--- src/hdc_pkg.sv ---
package hdc_pkg;

    // ------------------------------------------------------------
    // widths
    // ------------------------------------------------------------

    // one prng output word
    localparam int word_w = 32;

    typedef logic [word_w-1:0] word_t;

    // axi-lite address and data
    typedef logic [31:0] axil_addr_t;
    typedef logic [31:0] axil_data_t;

    // item memory address, also the item-count value (1024 entries)
    typedef logic [9:0] item_addr_t;

    // ------------------------------------------------------------
    // register map
    // ------------------------------------------------------------

    // mode register, bit 0 gen, bit 1 run
    localparam axil_addr_t reg_mode_off = 32'h0000_0000;

    // number of items minus one
    localparam axil_addr_t reg_count_off = 32'h0000_0004;

    // okay response for both b and r channels
    localparam logic [1:0] axil_resp_okay = 2'b00;

    // prng start value, must never be zero
    localparam word_t xorshift_seed = 32'h2463_534a;

    // axi-lite slave states
    typedef enum logic [2:0] {
        idle,
        aw_only,
        w_only,
        write_resp,
        read_fetch,
        read_resp
    } axil_state_t;

endpackage

--- src/xorshift32.sv ---
`timescale 1ns/1ns

module xorshift32 (
    input  logic           AXIS_ACLK,
    input  logic           S_AXI_ARESETN,
    input  logic           gen,
    output hdc_pkg::word_t rand_word
);

    hdc_pkg::word_t state;

    // one xorshift32 step, 13 / 17 / 5
    function automatic hdc_pkg::word_t xs_step(input hdc_pkg::word_t s);
        hdc_pkg::word_t x;
        x = s ^ (s << 13);
        x = x ^ (x >> 17);
        x = x ^ (x << 5);
        return x;
    endfunction

    // output is the next state, so word 0 is already valid on the first gen cycle
    assign rand_word = xs_step(state);

    always_ff @(posedge AXIS_ACLK) begin
        if (!S_AXI_ARESETN || !gen) begin
            // parked on the seed between generation runs
            state <= hdc_pkg::xorshift_seed;
        end else begin
            state <= rand_word;
        end
    end

endmodule

--- config.mk ---
export PLATFORM = sky130hd
export DESIGN_NAME = xorshift32
export DESIGN_NICKNAME = d
export VERILOG_FILES = /design/src/hdc_pkg.sv /design/src/xorshift32.sv
export SDC_FILE = /design/constraint.sdc
export NUM_CORES = 1
export LEC_CHECK = 0
export BUFFER_PORTS_ARGS = -buffer_cell sky130_fd_sc_hd__buf_2
export CORE_MARGIN = 2
export CORE_UTILIZATION = 30
export CTS_BUF_LIST = sky130_fd_sc_hd__clkbuf_2
export CTS_CLUSTER_DIAMETER = 60
export DETAILED_ROUTE_END_ITERATION = 8
export GPL_ROUTABILITY_DRIVEN = 1
export SYNTH_ARGS = -nofsm -noshare
export SYNTH_HDL_FRONTEND = slang
export SYNTH_SLANG_ARGS = --single-unit
export TNS_END_PERCENT = 5
--- constraint.sdc ---
create_clock -name AXIS_ACLK -period 1.95 [get_ports AXIS_ACLK]
set_input_delay 0.0975 -clock AXIS_ACLK [delete_from_list [all_inputs] [get_ports AXIS_ACLK]]
set_output_delay 0.0975 -clock AXIS_ACLK [all_outputs]
set_load 0.005 [all_outputs]
==> run metrics <==
core area=5470 sq um; Largest stage delay, worst path=0.41 ns; top cells by area, synth=dfxtp_1 (38%), xnor3_1 (16%), xnor2_1 (15%), xor3_1 (7.0%), xor2_1 (5.2%); layout cell share with drive strength beyond 1=29.8%; I/O Pins=35; max-slew violations=0; initial antenna violation count=0; CTS tree=yes; clock skew=0.00628 ns; Setup crit end kind=output port; Initial Util=30.9%; min cycle time layout=1.82 ns; Async SR Flop Fraction=0%; Avg WL per Cell=12.0 um; final hold vios=0; starting DRC count in detailed routing=29; Worst-Skew Late Latency=0.34 ns; Gate Count Post-Synth=139; number of flops mapped to enable cells by yosys=0; Syn Nets=142; CTS clk-pin slew, worst paths=0.15 ns; die span in x=79.1 um; critical path required time=1.85 ns; area grow syn2layout=20.3%; Placed Cells=245; biggest registers after layout=state (32); unrepaired setup endpoints after global routing=false; status=finished clean; final WL=3050 um; crit path cell chain=xnor2_1 > xnor3_1 > inv_1 > buf_2; hold-fix buffers at CTS=0; Main synth FF type=dfxtp_1; drt pass-1 iters=4; Worst EP arrival=1.72 ns; CTS Root Cell=clkbuf_2; Netlist cell types=13; Final Non-Filler Cells=253; Worst Tran Pin Value=0.454 ns; Final WS setup=0.134 ns; Core Rows=27; FMAX=551 MHz; Synthesis Warnings=0; DRC Markers=0; top cells by count, synth=dfxtp_1 (32), xnor2_1 (28), and2_1 (13), xnor3_1 (12); HPWL Detailed=2420 um; CTS Buffer Depth=2; total track usage=10.8%; total grt overflow=0; Max Cap Viol=0; Via density=3.91; Rel. slew slack=69.5%; clock sinks=32; Worst path slowest cell=xnor3_1; Die Ht=79.1 um; Worst setup SP type=flop; Avg Inst Size Synth=12.2 sq um; PortBufs=34; first-pass GRT wire length=5040 um; Most flops, register=state; worst min-delay path category=in2reg; Setup TNS Final=0 ns; post-synth top area share=37.9%; H-tree Lvls=2; endpoints failing setup=0; worst slack after detailed placement=0.443 ns; antenna cells=0; Worst Path Max Fanout=4; Largest register FFs=32; #FFs+latches synth=32; routability cong.=0.684; nets=183; routed vias=989; most frequent cell after synthesis=dfxtp_1; sequential-to-total area share from yosys stat=37.9%; vias in the first global route=1039; Final ANT Viol Nets=0; largest area contributor in the netlist=dfxtp_1; Post-Syn Area=1690 sq um; Crit Path Category=reg2out; total die area=6250 sq um; part of the cycle the worst path needs=93.1%; WHS=0.168 ns; largest net degree at the start of global routing=26; CTS buffer count=5
-- metrics by stage --
step | util (%) | area (sq um)
after CTS | 36.5 | 2000
after detailed placement | 35.8 | 1960
final | 37.2 | 2030
after global placement | 35.8 | 1960
after global routing | 37.2 | 2030
after floorplan | - | 1690
-- cells by family after synthesis --
family | synth area share (%)
buffers and inverters | 2.67
xor gates and xnor gates | 48.5
and+or+nand+nor | 11.0
DFF | 37.9
-- cell usage in the layout, fill, tap and decap left out --
master    instances
and2_1           13
buf_2            34
buf_4             2
clkbuf_2          7
clkinv_1          1
dfxtp_1          30
dfxtp_2           2
inv_1            10
nand2_1           4
nand2b_1         10
nor2_1            7
xnor2_1          26
xnor2_2           5
xnor3_1          12
xor2_1            9
xor2_2            3
xor2_4            1
xor3_1            5
-- per-layer routing --
layer	up-vias	share of wire [%]	track usage (%)
met5	-	0	0
met3	4	5.6	3.75
met1	448	45	12.3
met4	0	1.3	4.14
met2	25	48	18.4
li1	512	-	-
-- critical path, delay by kind of cell (launching register included) --
kind,cells,cell delay (ns)
xor gates and xnor gates,2,0.80
DFF,1,0.40
buffers and inverters,2,0.17
-- final timing paths --
kind	from	to	slack (ns)	cells past startpoint
setup / recovery	state[12]	rand_word[8]	0.13	4
hold / removal	gen	state[7]	0.17	3
setup reg to reg	state[16]	state[12]	0.53	3
hold reg to reg	state[0]	state[0]	0.66	2
-- final cells by class --
type / instances / area (sq um)
clock inverter: 1 / 3.75
timing repair buffer: 36 / 185
multi-input combinational: 95 / 1040
fill: 570 / 3440
tap: 72 / 90.1
clock buffer: 7 / 35.0
inverter: 10 / 37.5
sequential: 32 / 643
-- repair_timing --
item,in CTS,in global routing
gates resized for setup,0,6
setup endpoints to repair,0,8
setup buffers,0,0
Power is not shown: default switching activity piles up to over one toggle a cycle in this logic, so the estimate is an artifact.
