==> config.mk <==
export PLATFORM = sky130hd
export DESIGN_NAME = item_gen
export DESIGN_NICKNAME = d
export VERILOG_FILES = /design/src/hdc_pkg.sv /design/src/item_gen.sv
export SDC_FILE = /design/constraint.sdc
export NUM_CORES = 1
export LEC_CHECK = 0
export BUFFER_PORTS_ARGS = -buffer_cell sky130_fd_sc_hd__buf_2
export CELL_PAD_IN_SITES_DETAIL_PLACEMENT = 0
export CELL_PAD_IN_SITES_GLOBAL_PLACEMENT = 1
export CORE_AREA = 2 2 89 91
export DETAILED_ROUTE_END_ITERATION = 8
export DIE_AREA = 0 0 91 93
export GPL_TIMING_DRIVEN = 0
export PLACE_DENSITY = 0.81
export SLEW_MARGIN = 20
export SYNTH_ARGS = -nofsm -noshare
export SYNTH_HDL_FRONTEND = slang
export SYNTH_SLANG_ARGS = --single-unit
==> constraint.sdc <==
create_clock -name AXIS_ACLK -period 5.1 [get_ports AXIS_ACLK]
set_input_delay 0.765 -clock AXIS_ACLK [delete_from_list [all_inputs] [get_ports AXIS_ACLK]]
set_output_delay 0.765 -clock AXIS_ACLK [all_outputs]
set_load 0.02 [all_outputs]
==> src/hdc_pkg.sv <==
package hdc_pkg;

    // ------------------------------------------------------------
    // widths
    // ------------------------------------------------------------

    // one prng output word
    localparam int word_w = 32;

    typedef logic [word_w-1:0] word_t;

    // axi-lite address and data
    typedef logic [31:0] axil_addr_t;
    typedef logic [31:0] axil_data_t;

    // item memory address, also the item-count value (1024 entries)
    typedef logic [9:0] item_addr_t;

    // ------------------------------------------------------------
    // register map
    // ------------------------------------------------------------

    // mode register, bit 0 gen, bit 1 run
    localparam axil_addr_t reg_mode_off = 32'h0000_0000;

    // number of items minus one
    localparam axil_addr_t reg_count_off = 32'h0000_0004;

    // okay response for both b and r channels
    localparam logic [1:0] axil_resp_okay = 2'b00;

    // prng start value, must never be zero
    localparam word_t xorshift_seed = 32'h2463_534a;

    // axi-lite slave states
    typedef enum logic [2:0] {
        idle,
        aw_only,
        w_only,
        write_resp,
        read_fetch,
        read_resp
    } axil_state_t;

endpackage

==> src/item_gen.sv <==
`timescale 1ns/1ns

module item_gen #(
    parameter int dim = 64
) (
    input  logic                AXIS_ACLK,
    input  logic                S_AXI_ARESETN,
    input  logic                gen,
    input  hdc_pkg::item_addr_t item_count,
    input  hdc_pkg::word_t      rand_word,
    output logic                item_we,
    output hdc_pkg::item_addr_t item_waddr,
    output logic [dim-1:0]      item_wdata,
    output logic                gen_done
);

    // prng words per hypervector
    localparam int words = dim / hdc_pkg::word_w;
    localparam int cnt_w = (words > 1) ? $clog2(words) : 1;

    logic [cnt_w-1:0] word_cnt;
    logic             word_last;
    // set after the last item, holds until gen drops
    logic             done;

    assign word_last = (word_cnt == cnt_w'(words - 1));

    // last write of the run
    assign gen_done = item_we && (item_waddr == item_count);

    // ------------------------------------------------------------
    // sequencer
    // ------------------------------------------------------------

    always_ff @(posedge AXIS_ACLK) begin
        if (!S_AXI_ARESETN || !gen) begin
            word_cnt   <= '0;
            item_we    <= 1'b0;
            item_waddr <= '0;
            done       <= 1'b0;
        end else begin
            if (!done) begin
                word_cnt <= word_last ? '0 : word_cnt + 1'b1;
            end
            // strobe one cycle after the last word of an item is shifted in
            item_we <= !done && !gen_done && word_last;
            if (item_we) begin
                item_waddr <= item_waddr + 1'b1;
            end
            if (gen_done) begin
                done <= 1'b1;
            end
        end
    end

    // ------------------------------------------------------------
    // item assembly
    // ------------------------------------------------------------

    // new word enters at the top and moves down, so word 0 ends lowest
    always_ff @(posedge AXIS_ACLK) begin
        if (gen && !done) begin
            item_wdata <= dim'({rand_word, item_wdata} >> hdc_pkg::word_w);
        end
    end

endmodule

==> results by group <==
Critical path
  – Cell family with most CP delay: simple AND/OR/NAND/NOR gates
  – Reg2Reg Setup Slack: 3.37 ns
  – Cell Chain, Critical Path: buf_2, xnor2_1, nand3_1, nor3_1, buf_2
  – Setup crit end kind: primary output
  – Setup crit end: gen_done
  – Slowest cell on crit path: nor3_1
  – Critical path depth in cells: 5
  – Reg2Reg Depth: 3
  – Most frequent cell on the critical path: buf_2
  – WP data required: 4.34 ns
  – Crit Path Max Fanout: 2
  – Crit path largest cell delay: 0.23 ns
  – Worst reg2reg path startpoint: done
  – Reg2reg end: item_wdata[25]
  – Worst Path Buf+Inv: 2
  – Startpoint types: input port
  – CP Class: in2out
  – Crit path arrival time: 1.58 ns
  – Crit path launch: item_count[5]

Synthesis
  – Ranking of synthesized cells by area: edfxtp_1 (75%), dfxtp_1 (10%), xnor2_1 (4.4%)
  – Synth top area share: 0.750
  – Synth cell types: 22
  – Sequential share of the synthesized area: 0.852
  – Post-synth top cells: edfxtp_1 (64), dfxtp_1 (13), xnor2_1 (13), nor2_1 (11), nand4_1 (7)
  – Cell count after synthesis: 136
  – Primary FF master, synth: edfxtp_1
  – Synthesized area: 2560 µm²
  – Mapped Nets: 182
  – Most frequent cell after synthesis: edfxtp_1
  – Top cell type by total area after synthesis: edfxtp_1
  – Syn avg cell area: 18.8 µm²
  – Fraction of registers with async set/reset: 0
  – Register bit total from synthesis: 77
  – Yosys warning count: 0
  – Post-synth EDFFs: 64

Routing
  – First-pass iteration count of the detailed router: 4
  – Initial DRC count: 71
  – Drt wl/cell: 14.4 µm
  – Vias per Instance: 4.47
  – Total wire length: 5400 µm
  – Routed Antenna Nets: 0
  – Drt drc: 0
  – Total number of vias: 1,679

Clocking
  – Setup repair bufs after CTS: 0
  – Number of hold buffers added after cts: 0
  – Root buf cell: clkbuf_8
  – Worst-path clk slew: 0.08 ns
  – CTS tree: yes
  – Cts repair resizes: 0
  – Total clock sinks: 77
  – CTS H-tree depth: 3
  – Worst-skew pair later-pin latency: 0.35 ns
  – CTS Buf Count: 9
  – Clk buf depth: 2

Pwr
  – Internal Power: 1.03 mW
  – Switch share: 0.223
  – Final Power: 1.33 mW
  – Sequential share of power: 0.546
  – IR drop worst, VDD: 0.111 mV
  – Leak: 1.47 nW
  – Clk network pwr share: 0.376
  – NetSw: 0.296 mW
  – Pwr dens: 371 nW/µm²
  – Part of the power in combinational logic: 0.078

Timing
  – Peak Freq: 0.426 GHz
  – Max-slew violation count: 0
  – Slew @ Worst Pin: 0.821 ns
  – Slew HR: 0.451
  – Period utilization: 0.460
  – Final hold violations: 0
  – Layout Skew: 0.00646 ns
  – Setup violators final: 0
  – Post-layout min period: 2.35 ns
  – TNS Setup: 0 ns
  – RSZ-0062 raised after global routing: false

GRT
  – Initial antenna violation count: 0
  – Vias in the first global route: 1,568
  – First-pass GRT wire length: 8040 µm
  – GRT Util Overall: 0.128
  – Largest net degree at the start of global routing: 29
  – Total global routing overflow: 0

Die
  – Height of the die: 93 µm
  – Chip Width: 91 µm
  – # rows: 32
  – Starting density of the core: 0.340
  – Die area: 8460 µm²
  – Std-Cell Core Area: 7530 µm²
  – Ports: 121

Finish
  – # diodes: 0
  – # nets final: 315
  – Area Growth Syn to Fin: 39.6%
  – Layout cells sized above 1: 0.511

Place
  – Gpl congestion: 0.750
  – Final HPWL DP: 4040 µm
  – I/O Buffers: 120

Run status
  – Outcome: finished clean

Flow run
  – # Max-Cap Violations: 0

Worst hold path
  – Hold Crit Class: reg2reg
  – Hold Path Stages: 0
[power by group through the flow]
| stage | Clock [mW] | Combinational, mW | Sequential, mW |
|---|---|---|---|
| detailed placement | 0 | 0.104 | 0.739 |
| global route | 0.538 | 0.109 | 0.727 |
| CTS | 0.516 | 0.105 | 0.724 |
| finish | 0.499 | 0.103 | 0.724 |
| floorplan | 0 | 0.0137 | 0.777 |
| global placement | 0 | 0.0966 | 0.739 |
[per-stage QoR]
| stage | hold slack [ns] | worst slack, ns | util | std cells | cell area, µm² |
|---|---|---|---|---|---|
| global route | 0.461 | 2.60 | 0.475 | 376 | 3570 |
| finish | 0.451 | 2.75 | 0.475 | 376 | 3570 |
| detailed placement | 0.427 | 2.74 | 0.445 | 360 | 3350 |
| global placement | 0.424 | 0.0308 | 0.437 | 358 | 3290 |
| floorplan | 0.468 | 1.03 | - | 136 | 2560 |
| CTS | 0.450 | 2.71 | 0.475 | 376 | 3570 |
[per-layer routing]
| metal | routed length [µm] | GRT usage |
|---|---|---|
| met4 | 107 | 0.0606 |
| met5 | 0 | 0 |
| met2 | 2570 | 0.206 |
| met3 | 576 | 0.0580 |
| met1 | 2150 | 0.147 |
[kinds of logic (layout without fill, tap and decap cells)]
kind of cell,Yosys count,after routing,synth area share
and+or+nand+nor,32,32,0.0620
xor gates and xnor gates,19,19,0.0650
AOI/OAI and AO/OA,3,3,0.00732
adders and majority gates,1,1,0.00488
buffers and inverters,3,141,0.00488
muxes,1,1,0.00391
DFF,77,77,0.852
[cells in the final DEF, fill, tap and decap left out]
master / instances
nor2_1: 11
clkinv_4: 3
o21ai_0: 1
xnor2_1: 13
o31a_1: 1
nor3_1: 3
inv_1: 1
inv_6: 1
dfxtp_1: 13
nand2_1: 5
nor2b_4: 1
xor2_1: 6
edfxtp_1: 64
and3_2: 1
and4_1: 1
buf_16: 2
mux2i_1: 1
clkinv_1: 1
or3_1: 1
nand4_1: 7
and3_1: 1
a21oi_1: 1
nand3_1: 1
ha_1: 1
buf_2: 121
clkbuf_1: 1
clkbuf_8: 9
bufinv_16: 2
[state kept, by name (all words and copies together), names as in the netlist]
register	cells
done	1
word_cnt	1
item_waddr	10
item_wdata	64
item_we	1
[worst min path at each step]
| stage | to | start |
|---|---|---|
| 2_1_floorplan | word_cnt | word_cnt |
| 3_3_place_gp | item_wdata[25] | item_wdata[57] |
| 3_5_place_dp | item_wdata[4] | item_wdata[36] |
| 4_1_cts | item_wdata[16] | item_wdata[48] |
| 5_1_grt | item_wdata[16] | item_wdata[48] |
| 6_report | item_wdata[5] | item_wdata[37] |
[cell type report]
type | instances | area, µm²
Inverter | 1 | 3.75
Tap cell | 102 | 128
Sequential cell | 77 | 2180
Fill cell | 668 | 3950
Multi-Input combinational cell | 56 | 374
Buffer | 2 | 8.76
Timing Repair Buffer | 122 | 656
Clock buffer | 9 | 124
Clock inverter | 7 | 98.8
(Power assumes the default switching activity.)
