$ cat config.mk
export PLATFORM = sky130hd
export DESIGN_NAME = axil_regs
export DESIGN_NICKNAME = d
export VERILOG_FILES = /design/src/hdc_pkg.sv /design/src/axil_regs.sv
export SDC_FILE = /design/constraint.sdc
export NUM_CORES = 1
export LEC_CHECK = 0
export BUFFER_PORTS_ARGS = -buffer_cell sky130_fd_sc_hd__buf_4
export CAP_MARGIN = 15
export CORE_ASPECT_RATIO = 0.6
export CORE_MARGIN = 1
export CORE_UTILIZATION = 45
export CTS_CLUSTER_SIZE = 14
export DETAILED_ROUTE_END_ITERATION = 7
export PLACE_DENSITY = 0.95
export SLEW_MARGIN = 40
export SYNTH_ARGS = -nofsm -noshare
export SYNTH_HDL_FRONTEND = slang
export SYNTH_SLANG_ARGS = --single-unit
$ cat constraint.sdc
create_clock -name AXIS_ACLK -period 3.52 [get_ports AXIS_ACLK]
set_clock_uncertainty 0.05 [all_clocks]
set_input_delay 0.704 -clock AXIS_ACLK [delete_from_list [all_inputs] [get_ports AXIS_ACLK]]
set_output_delay 0.704 -clock AXIS_ACLK [all_outputs]
set_load 0.02 [all_outputs]
$ cat src/hdc_pkg.sv
package hdc_pkg;

    // ------------------------------------------------------------
    // widths
    // ------------------------------------------------------------

    // one prng output word
    localparam int word_w = 32;

    typedef logic [word_w-1:0] word_t;

    // axi-lite address and data
    typedef logic [31:0] axil_addr_t;
    typedef logic [31:0] axil_data_t;

    // item memory address, also the item-count value (1024 entries)
    typedef logic [9:0] item_addr_t;

    // ------------------------------------------------------------
    // register map
    // ------------------------------------------------------------

    // mode register, bit 0 gen, bit 1 run
    localparam axil_addr_t reg_mode_off = 32'h0000_0000;

    // number of items minus one
    localparam axil_addr_t reg_count_off = 32'h0000_0004;

    // okay response for both b and r channels
    localparam logic [1:0] axil_resp_okay = 2'b00;

    // prng start value, must never be zero
    localparam word_t xorshift_seed = 32'h2463_534a;

    // axi-lite slave states
    typedef enum logic [2:0] {
        idle,
        aw_only,
        w_only,
        write_resp,
        read_fetch,
        read_resp
    } axil_state_t;

endpackage

$ cat src/axil_regs.sv
`timescale 1ns/1ns

module axil_regs (
    input  logic                 AXIS_ACLK,
    input  logic                 S_AXI_ARESETN,

    // write address / data / response
    input  hdc_pkg::axil_addr_t  s_axi_awaddr,
    input  logic                 s_axi_awvalid,
    output logic                 s_axi_awready,
    input  hdc_pkg::axil_data_t  s_axi_wdata,
    input  logic [3:0]           s_axi_wstrb,
    input  logic                 s_axi_wvalid,
    output logic                 s_axi_wready,
    output logic [1:0]           s_axi_bresp,
    output logic                 s_axi_bvalid,
    input  logic                 s_axi_bready,

    // read address / data
    input  hdc_pkg::axil_addr_t  s_axi_araddr,
    input  logic                 s_axi_arvalid,
    output logic                 s_axi_arready,
    output hdc_pkg::axil_data_t  s_axi_rdata,
    output logic [1:0]           s_axi_rresp,
    output logic                 s_axi_rvalid,
    input  logic                 s_axi_rready,

    // accelerator control
    input  logic                 gen_done,
    output logic                 gen,
    output logic                 run,
    output hdc_pkg::item_addr_t  item_count
);

    hdc_pkg::axil_state_t state;

    // word address bits only, byte lane bits dropped
    logic [11:2]          wr_idx;
    logic [11:2]          rd_idx;
    hdc_pkg::axil_data_t  wr_data;

    logic                 aw_hs;
    logic                 w_hs;
    logic                 ar_hs;
    logic                 wr_fire;
    logic                 wr_en;
    logic [11:2]          cur_idx;
    hdc_pkg::axil_data_t  cur_data;
    hdc_pkg::axil_addr_t  wr_off;
    hdc_pkg::axil_addr_t  rd_off;

    // ------------------------------------------------------------
    // handshakes
    // ------------------------------------------------------------

    assign s_axi_awready = (state == hdc_pkg::idle) || (state == hdc_pkg::w_only);
    assign s_axi_wready  = (state == hdc_pkg::idle) || (state == hdc_pkg::aw_only);
    // writes go first when both arrive together
    assign s_axi_arready = (state == hdc_pkg::idle) && !s_axi_awvalid && !s_axi_wvalid;
    assign s_axi_bvalid  = (state == hdc_pkg::write_resp);
    assign s_axi_rvalid  = (state == hdc_pkg::read_resp);
    assign s_axi_bresp   = hdc_pkg::axil_resp_okay;
    assign s_axi_rresp   = hdc_pkg::axil_resp_okay;

    assign aw_hs = s_axi_awvalid && s_axi_awready;
    assign w_hs  = s_axi_wvalid && s_axi_wready;
    assign ar_hs = s_axi_arvalid && s_axi_arready;

    always_ff @(posedge AXIS_ACLK) begin
        if (!S_AXI_ARESETN) begin
            state <= hdc_pkg::idle;
        end else begin
            case (state)
                hdc_pkg::idle: begin
                    if (aw_hs && w_hs) begin
                        state <= hdc_pkg::write_resp;
                    end else if (aw_hs) begin
                        state <= hdc_pkg::aw_only;
                    end else if (w_hs) begin
                        state <= hdc_pkg::w_only;
                    end else if (ar_hs) begin
                        state <= hdc_pkg::read_fetch;
                    end
                end
                hdc_pkg::aw_only: begin
                    if (w_hs) begin
                        state <= hdc_pkg::write_resp;
                    end
                end
                hdc_pkg::w_only: begin
                    if (aw_hs) begin
                        state <= hdc_pkg::write_resp;
                    end
                end
                hdc_pkg::write_resp: begin
                    if (s_axi_bready) begin
                        state <= hdc_pkg::idle;
                    end
                end
                // one cycle to latch rdata
                hdc_pkg::read_fetch: begin
                    state <= hdc_pkg::read_resp;
                end
                hdc_pkg::read_resp: begin
                    if (s_axi_rready) begin
                        state <= hdc_pkg::idle;
                    end
                end
                default: begin
                    state <= hdc_pkg::idle;
                end
            endcase
        end
    end

    // address and data capture
    always_ff @(posedge AXIS_ACLK) begin
        if (aw_hs) begin
            wr_idx <= s_axi_awaddr[11:2];
        end
        if (w_hs) begin
            wr_data <= s_axi_wdata;
        end
        if (ar_hs) begin
            rd_idx <= s_axi_araddr[11:2];
        end
    end

    // ------------------------------------------------------------
    // register write
    // ------------------------------------------------------------

    // whichever half arrives last comes straight from the bus
    assign cur_idx  = aw_hs ? s_axi_awaddr[11:2] : wr_idx;
    assign cur_data = w_hs ? s_axi_wdata : wr_data;
    assign wr_off   = {20'd0, cur_idx, 2'b00};
    assign rd_off   = {20'd0, rd_idx, 2'b00};

    // cycle in which write_resp is entered
    assign wr_fire = ((state == hdc_pkg::idle) && aw_hs && w_hs)
                  || ((state == hdc_pkg::aw_only) && w_hs)
                  || ((state == hdc_pkg::w_only) && aw_hs);
    assign wr_en   = wr_fire && (cur_idx[11:10] == 2'b00);

    always_ff @(posedge AXIS_ACLK) begin
        if (!S_AXI_ARESETN) begin
            gen        <= 1'b0;
            run        <= 1'b0;
            item_count <= '0;
        end else begin
            // a mode write beats the end-of-generation clear
            if (wr_en && (wr_off == hdc_pkg::reg_mode_off)) begin
                {run, gen} <= cur_data[1:0];
            end else if (gen_done) begin
                gen <= 1'b0;
            end
            if (wr_en && (wr_off == hdc_pkg::reg_count_off)) begin
                item_count <= hdc_pkg::item_addr_t'(cur_data);
            end
        end
    end

    // ------------------------------------------------------------
    // register read
    // ------------------------------------------------------------

    always_ff @(posedge AXIS_ACLK) begin
        if (state == hdc_pkg::read_fetch) begin
            if (rd_idx[11:10] != 2'b00) begin
                s_axi_rdata <= '0;
            end else if (rd_off == hdc_pkg::reg_mode_off) begin
                s_axi_rdata <= hdc_pkg::axil_data_t'({run, gen});
            end else if (rd_off == hdc_pkg::reg_count_off) begin
                s_axi_rdata <= hdc_pkg::axil_data_t'(item_count);
            end else begin
                s_axi_rdata <= '0;
            end
        end
    end

endmodule

==> results of run 1 <==
[kinds of logic (layout without fill, tap and decap cells)]
kind of cell	count (synthesis)	after routing	share of synthesized area (%)
AND/OR/NAND/NOR	63	63	15.0
flip-flops	55	55	54.3
buffers and inverters	41	80	11.4
multiplexers	34	34	15.2
AO/OA/AOI/OAI	12	12	3.97
other	1	26	0.156
[worst paths after layout]
check	from	slack, ns	endpoint	cells past startpoint
max	state[0]	1.25	s_axi_arready	3
min	wr_data[0]	0.42	wr_data[0]	1
max reg2reg	state[0]	1.42	run	5
min reg2reg	wr_data[0]	0.42	wr_data[0]	1
[power groups by stage]
stage          sequential, mW  clock, mW  combinational (mW)
2_1_floorplan           0.745          0               0.165
3_3_place_gp            0.753          0               0.193
3_5_place_dp            0.757          0               0.198
4_1_cts                 0.742      0.472               0.200
5_1_grt                 0.750      0.505               0.216
6_report                0.742      0.465               0.198
[final cells by class]
| class | instances | share of cell area [%] |
|---|---|---|
| multi-input combinational | 135 | 31.1 |
| timing repair buffer | 66 | 16.8 |
| clock inverter | 2 | 1.40 |
| inverter | 6 | 0.762 |
| tap | 66 | 2.79 |
| clock buffer | 6 | 3.17 |
| sequential | 55 | 44.0 |
[per-layer routing]
layer | vias up | GRT usage [%] | part of all wire, %
met2 | 45 | 25.6 | 47
li1 | 779 | - | -
met1 | 738 | 21.9 | 47
met5 | - | 0 | 0
met4 | 0 | 5.33 | 1.5
met3 | 7 | 5.30 | 4.6
[flip-flops by register name, summed over array words and instances, names as in the netlist]
name / count
wr_idx: 10
state: 3
gen: 1
item_count: 10
s_axi_rdata: 10
run: 1
rd_idx: 10
wr_data: 10
[stage by stage]
| step | std cells | worst slack [ns] | power, mW |
|---|---|---|---|
| after floorplan | 231 | 1.23 | 0.910 |
| after global placement | 328 | 1.18 | 0.947 |
| after detailed placement | 328 | 1.10 | 0.955 |
| after CTS | 336 | 1.25 | 1.41 |
| after global routing | 336 | 1.04 | 1.47 |
| final | 336 | 1.25 | 1.41 |
[cell usage in the layout (no fill, tap or decap), drive strengths merged, types with 2 or more instances in the layout]
master,n
or2,2
nor3b,3
clkbuf,6
a21oi,4
nor2,10
and2,9
dfxtp,35
nand2,22
edfxtp,20
nand2b,2
inv,7
mux2,19
nand3,2
a211oi,2
nand3b,2
mux2i,15
nor3,5
nor4,3
conb,26
buf,66
[critical path, delay by kind of cell (launching register included)]
| family | cells | cell delay (ns) |
|---|---|---|
| buffers and inverters | 1 | 0.19 |
| AND/OR/NAND/NOR | 2 | 0.56 |
| flip-flops | 1 | 0.46 |
==> metrics.yaml, run 1 <==
status:
  status: "completed"
die:
  rows: 20
  coreArea_um2: 5100
  io_pins: 161
  die-height_um: 58.5
  start_util_pct: 47.0
  dieArea_um2: 5630
  chipWidth_um: 96.2
synth:
  ys_seq_area_share_pct: 54.3
  synth_cells: 206
  yosysTopAreaCell: "dfxtp_1"
  synthMostInstantiatedCell: "dfxtp_1"
  syn_area_um2: 2400
  synth_common_cells: "dfxtp_1 (35), buf_4 (27), nand2_1 (22), edfxtp_1 (20), mux2_2 (17)"
  yosys_warnings: 0
  avgSynthCellArea_um2: 11.6
  synth-seq-cells: 55
  synth_top_area_share_pct: 29.2
  synth_edf_count: 20
  ys.flop_type: "dfxtp_1"
  post_synth_num_cell_types: 36
  synthArstFlopShare_pct: 0
  synth_area_leaders: "dfxtp_1 (29%), edfxtp_1 (25%), buf_4 (8.5%)"
detailed_routing:
  drtIter0Drc: 46
  wl_per_cell_um: 12.9
  drtPass1Iterations: 4
  vias: 1569
  drc: 0
  via_per_inst: 4.67
  postRouteAntennaNets: 0
  routed_wl_um: 4320
critical_path:
  cpPeakStageDelay_ns: 0.46
  worstPathMaxFanout: 13
  crit_path_start_kind: "flop"
  path_cells: "nor3_1, nor3b_1, buf_4"
  cp_slowest_cell: "dfxtp_1"
  worstSetupEndpointType: "output port"
  crit_type: "flop to output port"
  crit_arrival_ns: 1.52
  required_ns: 2.77
clocking:
  cts_root_buf: "clkbuf_8"
  postCtsSetupBuffers: 0
  cts_resized: 0
  postCtsHoldBufs: 0
  clk_pin_slew_ns: 0.09
  cts_tree: "yes"
  clock_path_buffers: 2
  clkSinkCount: 55
  h-tree-depth: 2
  clk_latency_ns: 0.30
  cts_buffers: 5
cells_and_area:
  nFillCells: 437
  area_delta_synth_final_pct: 23.3
  regArea_um2: 1300
  nets: 377
  drive_gt1_share_pct: 36.7
  multi_input_area_um2: 920
  post-route-util_pct: 57.9
  n_antenna_cell: 0
  finalInstanceArea_um2: 2960
pwr:
  p_switching_uw: 335
  ir_drop_mv: 0.191
  power.leakage_nw: 1.24
  seqPwrFrac_pct: 52.8
  p_sw_share_pct: 23.8
  power.density_nw_per_um2: 475
  p_int_mw: 1.07
  p_comb_share_pct: 14.1
  clkPwrFrac_pct: 33.1
timing:
  setup_viol: 0
  tns_ns: 0
  grt_setup_unrepaired: "no"
  relSlewSlack_pct: 57.9
  min_period_ns: 2.27
  max_freq_mhz: 440
  period_share_pct: 64.5
  hold_viol: 0
  worst_slew_pin_slew_ns: 0.631
  final_max_slew_viol_count: 0
  holdWs_ns: 0.420
run:
  maxCapViolCount: 0
place:
  hpwl_um: 3300
  gp_congestion: 0.770
  portBuffers: 64
  placed_cell_area_um2: 2820
global_routing:
  grt_pass1_vias: 1464
  grtUsageTotal_pct: 16.5
  antenna_found_initial: 0
  overflow: 0
  grt_pass1_wl_um: 6810
  grt_max_degree: 26
min_path:
  hold_path.class: "flop to flop"
Power figures use the tool's default switching activity.
==> run 2, diff against run 1 <==
--- a/config.mk
+++ b/config.mk
@@ -5,14 +5,15 @@
 export SDC_FILE = /design/constraint.sdc
 export NUM_CORES = 1
 export LEC_CHECK = 0
+export ABC_AREA = 1
 export BUFFER_PORTS_ARGS = -buffer_cell sky130_fd_sc_hd__buf_4
 export CAP_MARGIN = 15
 export CORE_ASPECT_RATIO = 0.6
 export CORE_MARGIN = 1
-export CORE_UTILIZATION = 45
+export CORE_UTILIZATION = 43
 export CTS_CLUSTER_SIZE = 14
 export DETAILED_ROUTE_END_ITERATION = 7
-export PLACE_DENSITY = 0.95
+export PLACE_DENSITY = 0.91
 export SLEW_MARGIN = 40
 export SYNTH_ARGS = -nofsm -noshare
 export SYNTH_HDL_FRONTEND = slang
==> constraint.sdc (replaced) <==
create_clock -name AXIS_ACLK -period 2.1 [get_ports AXIS_ACLK]
set_clock_uncertainty 0.05 [all_clocks]
set_input_delay 0.42 -clock AXIS_ACLK [delete_from_list [all_inputs] [get_ports AXIS_ACLK]]
set_output_delay 0.42 -clock AXIS_ACLK [all_outputs]
set_load 0.02 [all_outputs]
==> run 2 against run 1 <==
First-iteration DRC count up 46%. Area after synthesis up 11%. Register-to-register slack worse by 1.2 ns. Critical endpoint unchanged. Highest routed layer unchanged. Critical path depth up 1. Via count up 37%. Clock power up 25%. Combinational power rose to 6.6 times the previous value. Final cell count up 43%. Sequential share of layout area down 3.5 points. Setup slack worse by 1.0 ns. Synthesized cell count up 61%. Total power up 140%.
==> metrics.yaml, run 2 <==
status:
  status: "completed"
synth:
  syn_area_um2: 2670
  synth_common_cells: "inv_1 (75), nand2_1 (64), dfxtp_1 (35), nor2_1 (28), buf_4 (27)"
  yosys.area_share.simple_pct: 26.3
  synth-seq-cells: 55
  yosysTopAreaCell: "dfxtp_1"
  synth_compound_area_share_pct: 4.26
  synth_area_leaders: "dfxtp_1 (26%), edfxtp_1 (22%), inv_1 (11%)"
  synth_edf_count: 20
  synth_cells: 332
  avgSynthCellArea_um2: 8.05
  ys.flop_type: "dfxtp_1"
  synthAdderAreaFrac_pct: 0
  synth_top_family_by_area: "simple AND/OR/NAND/NOR gates"
  synth_top_area_share_pct: 26.2
  synthArstFlopShare_pct: 0
  synthMostInstantiatedCell: "inv_1"
  post_synth_num_cell_types: 29
  yosys.area_share.xor_xnor_pct: 0
  synth_mux_area_share_pct: 0
  ys_seq_area_share_pct: 48.7
  yosys_warnings: 0
place:
  dp.cells: 468
  gp_congestion: 0.856
  hpwl_um: 4170
  placed_cell_area_um2: 3100
  portBuffers: 64
min_path:
  min_from: "s_axi_araddr[7]"
  min_path_cells: 1
  hold_path.class: "input pin to flop"
cells_and_area:
  n_antenna_cell: 0
  drive_gt1_share_pct: 24.8
  area_delta_synth_final_pct: 20.5
  finalInstanceArea_um2: 3220
  layout_common_cells: "inv_1 (75), buf_4 (70), nand2_1 (64)"
  nets: 507
  post-route-util_pct: 55.7
  layout_commonest_cell: "inv_1"
  instances_no_fill: 480
clocking:
  postCtsHoldBufs: 0
  cts_root_buf: "clkbuf_8"
  h-tree-depth: 2
  cts_tree: "yes"
  clk_latency_ns: 0.31
  clkSinkCount: 55
  clock_path_buffers: 2
  clk_pin_slew_ns: 0.10
  cts_buffers: 5
run:
  maxCapViolCount: 0
timing:
  grt_setup_unrepaired: "no"
  min_period_ns: 1.89
  worst_slew_pin_slew_ns: 0.504
  hold_viol: 0
  period_share_pct: 90.1
  relSlewSlack_pct: 66.3
  final_max_slew_viol_count: 0
  max_freq_mhz: 529
  setup_viol: 0
  tns_ns: 0
critical_path:
  path_cells: "nor2_2, nand2_1, nor3_2, buf_4"
  critical-path-top-delay-family: "simple AND/OR/NAND/NOR gates"
  critPathBufInv: 1
  worstPathMaxFanout: 5
  required_ns: 1.63
  timing.rr.start: "state[2]"
  r2r_cells: 9
  crit_path_start_kind: "flop"
  cp_slowest_cell: "dfxtp_1"
  cpPeakStageDelay_ns: 0.39
  cp.depth: 4
  worstSetupEndpointType: "output port"
  crit_arrival_ns: 1.42
  crit_type: "flop to output port"
  worstSetupStartpoint: "state[2]"
pwr:
  finalPower_mw: 3.40
  power.leakage_nw: 1.62
  power.density_nw_per_um2: 1060
  ir_drop_mv: 0.513
detailed_routing:
  drtPass1Iterations: 4
  via_per_inst: 4.49
  routed_wl_um: 5380
  drtIter0Drc: 67
  postRouteAntennaNets: 0
  vias: 2153
  drc: 0
  wl_per_cell_um: 11.2
die:
  dieArea_um2: 6540
  start_util_pct: 46.2
  coreArea_um2: 5780
  chipWidth_um: 104
  die-height_um: 63.1
  rows: 21
  io_pins: 161
global_routing:
  grtUsageTotal_pct: 17.5
  overflow: 0
  grt_max_degree: 22
  grt_pass1_vias: 2061
  antenna_found_initial: 0
  grt_pass1_wl_um: 9160
-- run 2: worst paths after layout --
kind                   endpoint  slack, ns
setup / recovery  s_axi_arready       0.21
hold reg to reg       wr_idx[2]       0.44
setup reg to reg  item_count[8]       0.22
hold / removal        rd_idx[7]       0.23
-- run 2: power breakdown --
| part | internal (mW) | switching, mW |
|---|---|---|
| logic | 0.446 | 0.851 |
| registers | 1.40 | 0.120 |
| clock network | 0.236 | 0.346 |
| total | 2.08 | 1.32 |
-- run 2: cell families (layout without fill, tap and decap cells) --
kind of cell	Yosys count	after routing
other	1	26
AOI/OAI and AO/OA	21	21
DFF	55	55
buffers and inverters	111	154
and+or+nand+nor	144	144
-- run 2: through the flow --
step                      hold slack, ns  worst slack [ns]
final                              0.228             0.208
after global routing               0.209            0.0145
after CTS                          0.220             0.116
after detailed placement           0.429             0.157
after global placement             0.398             0.227
after floorplan                    0.389             0.144
-- run 2: cell type report --
type	count	area (um^2)
fillers	562	2560
multi-input cells	191	917
flip-flops and latches	55	1300
repair buffers	70	526
inverters	76	285
well taps	80	100
clock inverters	3	18.8
clock buffers	5	68.8
-- run 2: timing repair --
action / 4_1_cts / 5_1_grt
resized for setup: 0 / 1
setup buffers: 0 / 4
setup endpoints to repair: 0 / 10
-- run 2: per-layer routing --
layer / track usage, % / vias to the layer above / share of wire, %
li1: - / 1101 / -
met1: 22.3 / 987 / 46
met2: 29.3 / 58 / 47
met3: 5.49 / 7 / 6.7
met4: 4.11 / 0 / 0.95
met5: 0 / - / 0
==> run 3, diff against run 2 <==
--- a/config.mk
+++ b/config.mk
@@ -10,10 +10,10 @@
 export CAP_MARGIN = 15
 export CORE_ASPECT_RATIO = 0.6
 export CORE_MARGIN = 1
-export CORE_UTILIZATION = 43
+export CORE_UTILIZATION = 35
 export CTS_CLUSTER_SIZE = 14
 export DETAILED_ROUTE_END_ITERATION = 7
-export PLACE_DENSITY = 0.91
+export PLACE_DENSITY = 0.78
 export SLEW_MARGIN = 40
 export SYNTH_ARGS = -nofsm -noshare
 export SYNTH_HDL_FRONTEND = slang
==> run 3 against run 2 <==
Sequential cell count is the same. Routed wire length shrank 1.0%. Via count shrank 1.5%. Final cell count grew 5.6%. Clock-buffer cell count grew 1. Setup slack gained 0.041 ns. Register-to-register slack gained 0.03 ns. Die area grew 22%.
==> metrics.yaml, run 3 (synthesis gave the netlist of run 2 again) <==
status:
  status: "completed"
cells_and_area:
  layout_commonest_cell: "inv_1"
  n_antenna_cell: 0
  nets: 510
  layout_common_cells: "inv_1 (75), buf_4 (72), nand2_1 (64)"
  drive_gt1_share_pct: 24.6
  area_delta_synth_final_pct: 24.9
  post-route-util_pct: 45.5
  instances_no_fill: 507
clocking:
  clk_latency_ns: 0.28
  cts_buffers: 5
  cts_tree: "yes"
  postCtsHoldBufs: 0
  h-tree-depth: 2
  clk_pin_slew_ns: 0.07
  clock_path_buffers: 2
  cts_root_buf: "clkbuf_16"
  clkSinkCount: 55
place:
  portBuffers: 64
  dp.cells: 493
  hpwl_um: 4150
  gp_congestion: 0.874
global_routing:
  grtUsageTotal_pct: 13.6
  grt_pass1_vias: 2003
  antenna_found_initial: 0
  grt_max_degree: 22
  grt_pass1_wl_um: 8650
  overflow: 0
die:
  coreArea_um2: 7330
  die-height_um: 69.7
  io_pins: 161
  rows: 24
  dieArea_um2: 8000
  start_util_pct: 36.5
  chipWidth_um: 115
detailed_routing:
  wl_per_cell_um: 10.5
  drtIter0Drc: 103
  postRouteAntennaNets: 0
  vias: 2121
  drc: 0
  drtPass1Iterations: 4
  routed_wl_um: 5320
  via_per_inst: 4.18
pwr:
  power.density_nw_per_um2: 1090
  power.leakage_nw: 1.66
  p_switching_mw: 1.32
  p_int_mw: 2.31
  ir_drop_mv: 0.453
  p_comb_share_pct: 36.4
  finalPower_mw: 3.63
  p_sw_share_pct: 36.5
  clkPwrFrac_pct: 21.9
  seqPwrFrac_pct: 41.7
critical_path:
  required_ns: 2.23
  worstPathMaxFanout: 13
  crit_path_start_kind: "flop"
  worstSetupEndpointType: "flop"
  crit_type: "flop to flop"
  rrSetupSlack_ns: 0.25
  crit_arrival_ns: 1.98
timing:
  hold_viol: 0
  final_max_slew_viol_count: 0
  period_share_pct: 88.1
  setup_viol: 0
  min_period_ns: 1.85
  max_freq_mhz: 540
  holdWs_ns: 0.257
  grt_setup_unrepaired: "no"
  tns_ns: 0
min_path:
  hold_path.class: "input pin to flop"
run:
  maxCapViolCount: 0
==> run 3: cell types whose count changed in the layout (fill, tap and decap cells not counted), sizes merged <==
cell / previous run / this run
buf: 70 / 73
inv: 77 / 76
clkbuf: 5 / 6
==> run 3: cell type report <==
type	instances	area (um^2)
Fill cell	737	3990
Sequential cell	55	1300
Multi-Input combinational cell	191	917
Timing Repair Buffer	73	561
Inverter	76	285
Tap cell	104	130
Clock buffer	6	129
Clock inverter	2	12.5
==> run 3: power groups by stage <==
stage	logic (mW)	clock network (mW)	registers, mW
3_5_place_dp	1.29	0	1.54
6_report	1.32	0.794	1.51
5_1_grt	1.49	0.853	1.54
2_1_floorplan	0.965	0	1.57
4_1_cts	1.30	0.818	1.51
3_3_place_gp	1.25	0	1.53
==> run 3: path summary, 6_finish.rpt <==
kind,from,end,cells past startpoint
setup / recovery,state[0],item_count[3],10
setup reg to reg,state[0],item_count[3],10
hold reg to reg,wr_idx[2],wr_idx[2],2
hold / removal,s_axi_araddr[9],rd_idx[9],1
==> run 3: per-stage QoR <==
| stage | area [um^2] | setup slack (ns) |
|---|---|---|
| floorplan | 2770 | 0.144 |
| global placement | 3140 | 0.204 |
| detailed placement | 3140 | 0.136 |
| CTS | 3280 | 0.115 |
| global route | 3340 | 0.0927 |
| finish | 3340 | 0.249 |
==> run 3: per-layer routing <==
| layer | routed length, um | track usage, % | part of all wire (%) | vias to the layer above |
|---|---|---|---|---|
| met5 | 0 | 0 | 0 | - |
| met4 | 31 | 1.88 | 0.58 | 0 |
| met3 | 335 | 4.02 | 6.3 | 6 |
| met2 | 2390 | 21.6 | 45 | 54 |
| met1 | 2570 | 18.6 | 48 | 960 |
| li1 | - | - | - | 1101 |
==> run 3: worst max-delay path, cell delays in order, from the launching register on <==
cell,delay (ns)
dfxtp_1,0.50
nor2_4,0.13
nand2_2,0.20
nand2_1,0.07
nand2_1,0.11
nand2_1,0.09
nor2_4,0.18
buf_4,0.19
nand4_1,0.11
nand2_1,0.08
nor2_1,0.04
==> run 3: repair_timing <==
item | 4_1_cts | 5_1_grt
resized for setup | 0 | 0
hold endpoints to repair | 0 | 0
endpoints found under the setup margin | 0 | 10
setup buffers | 0 | 6
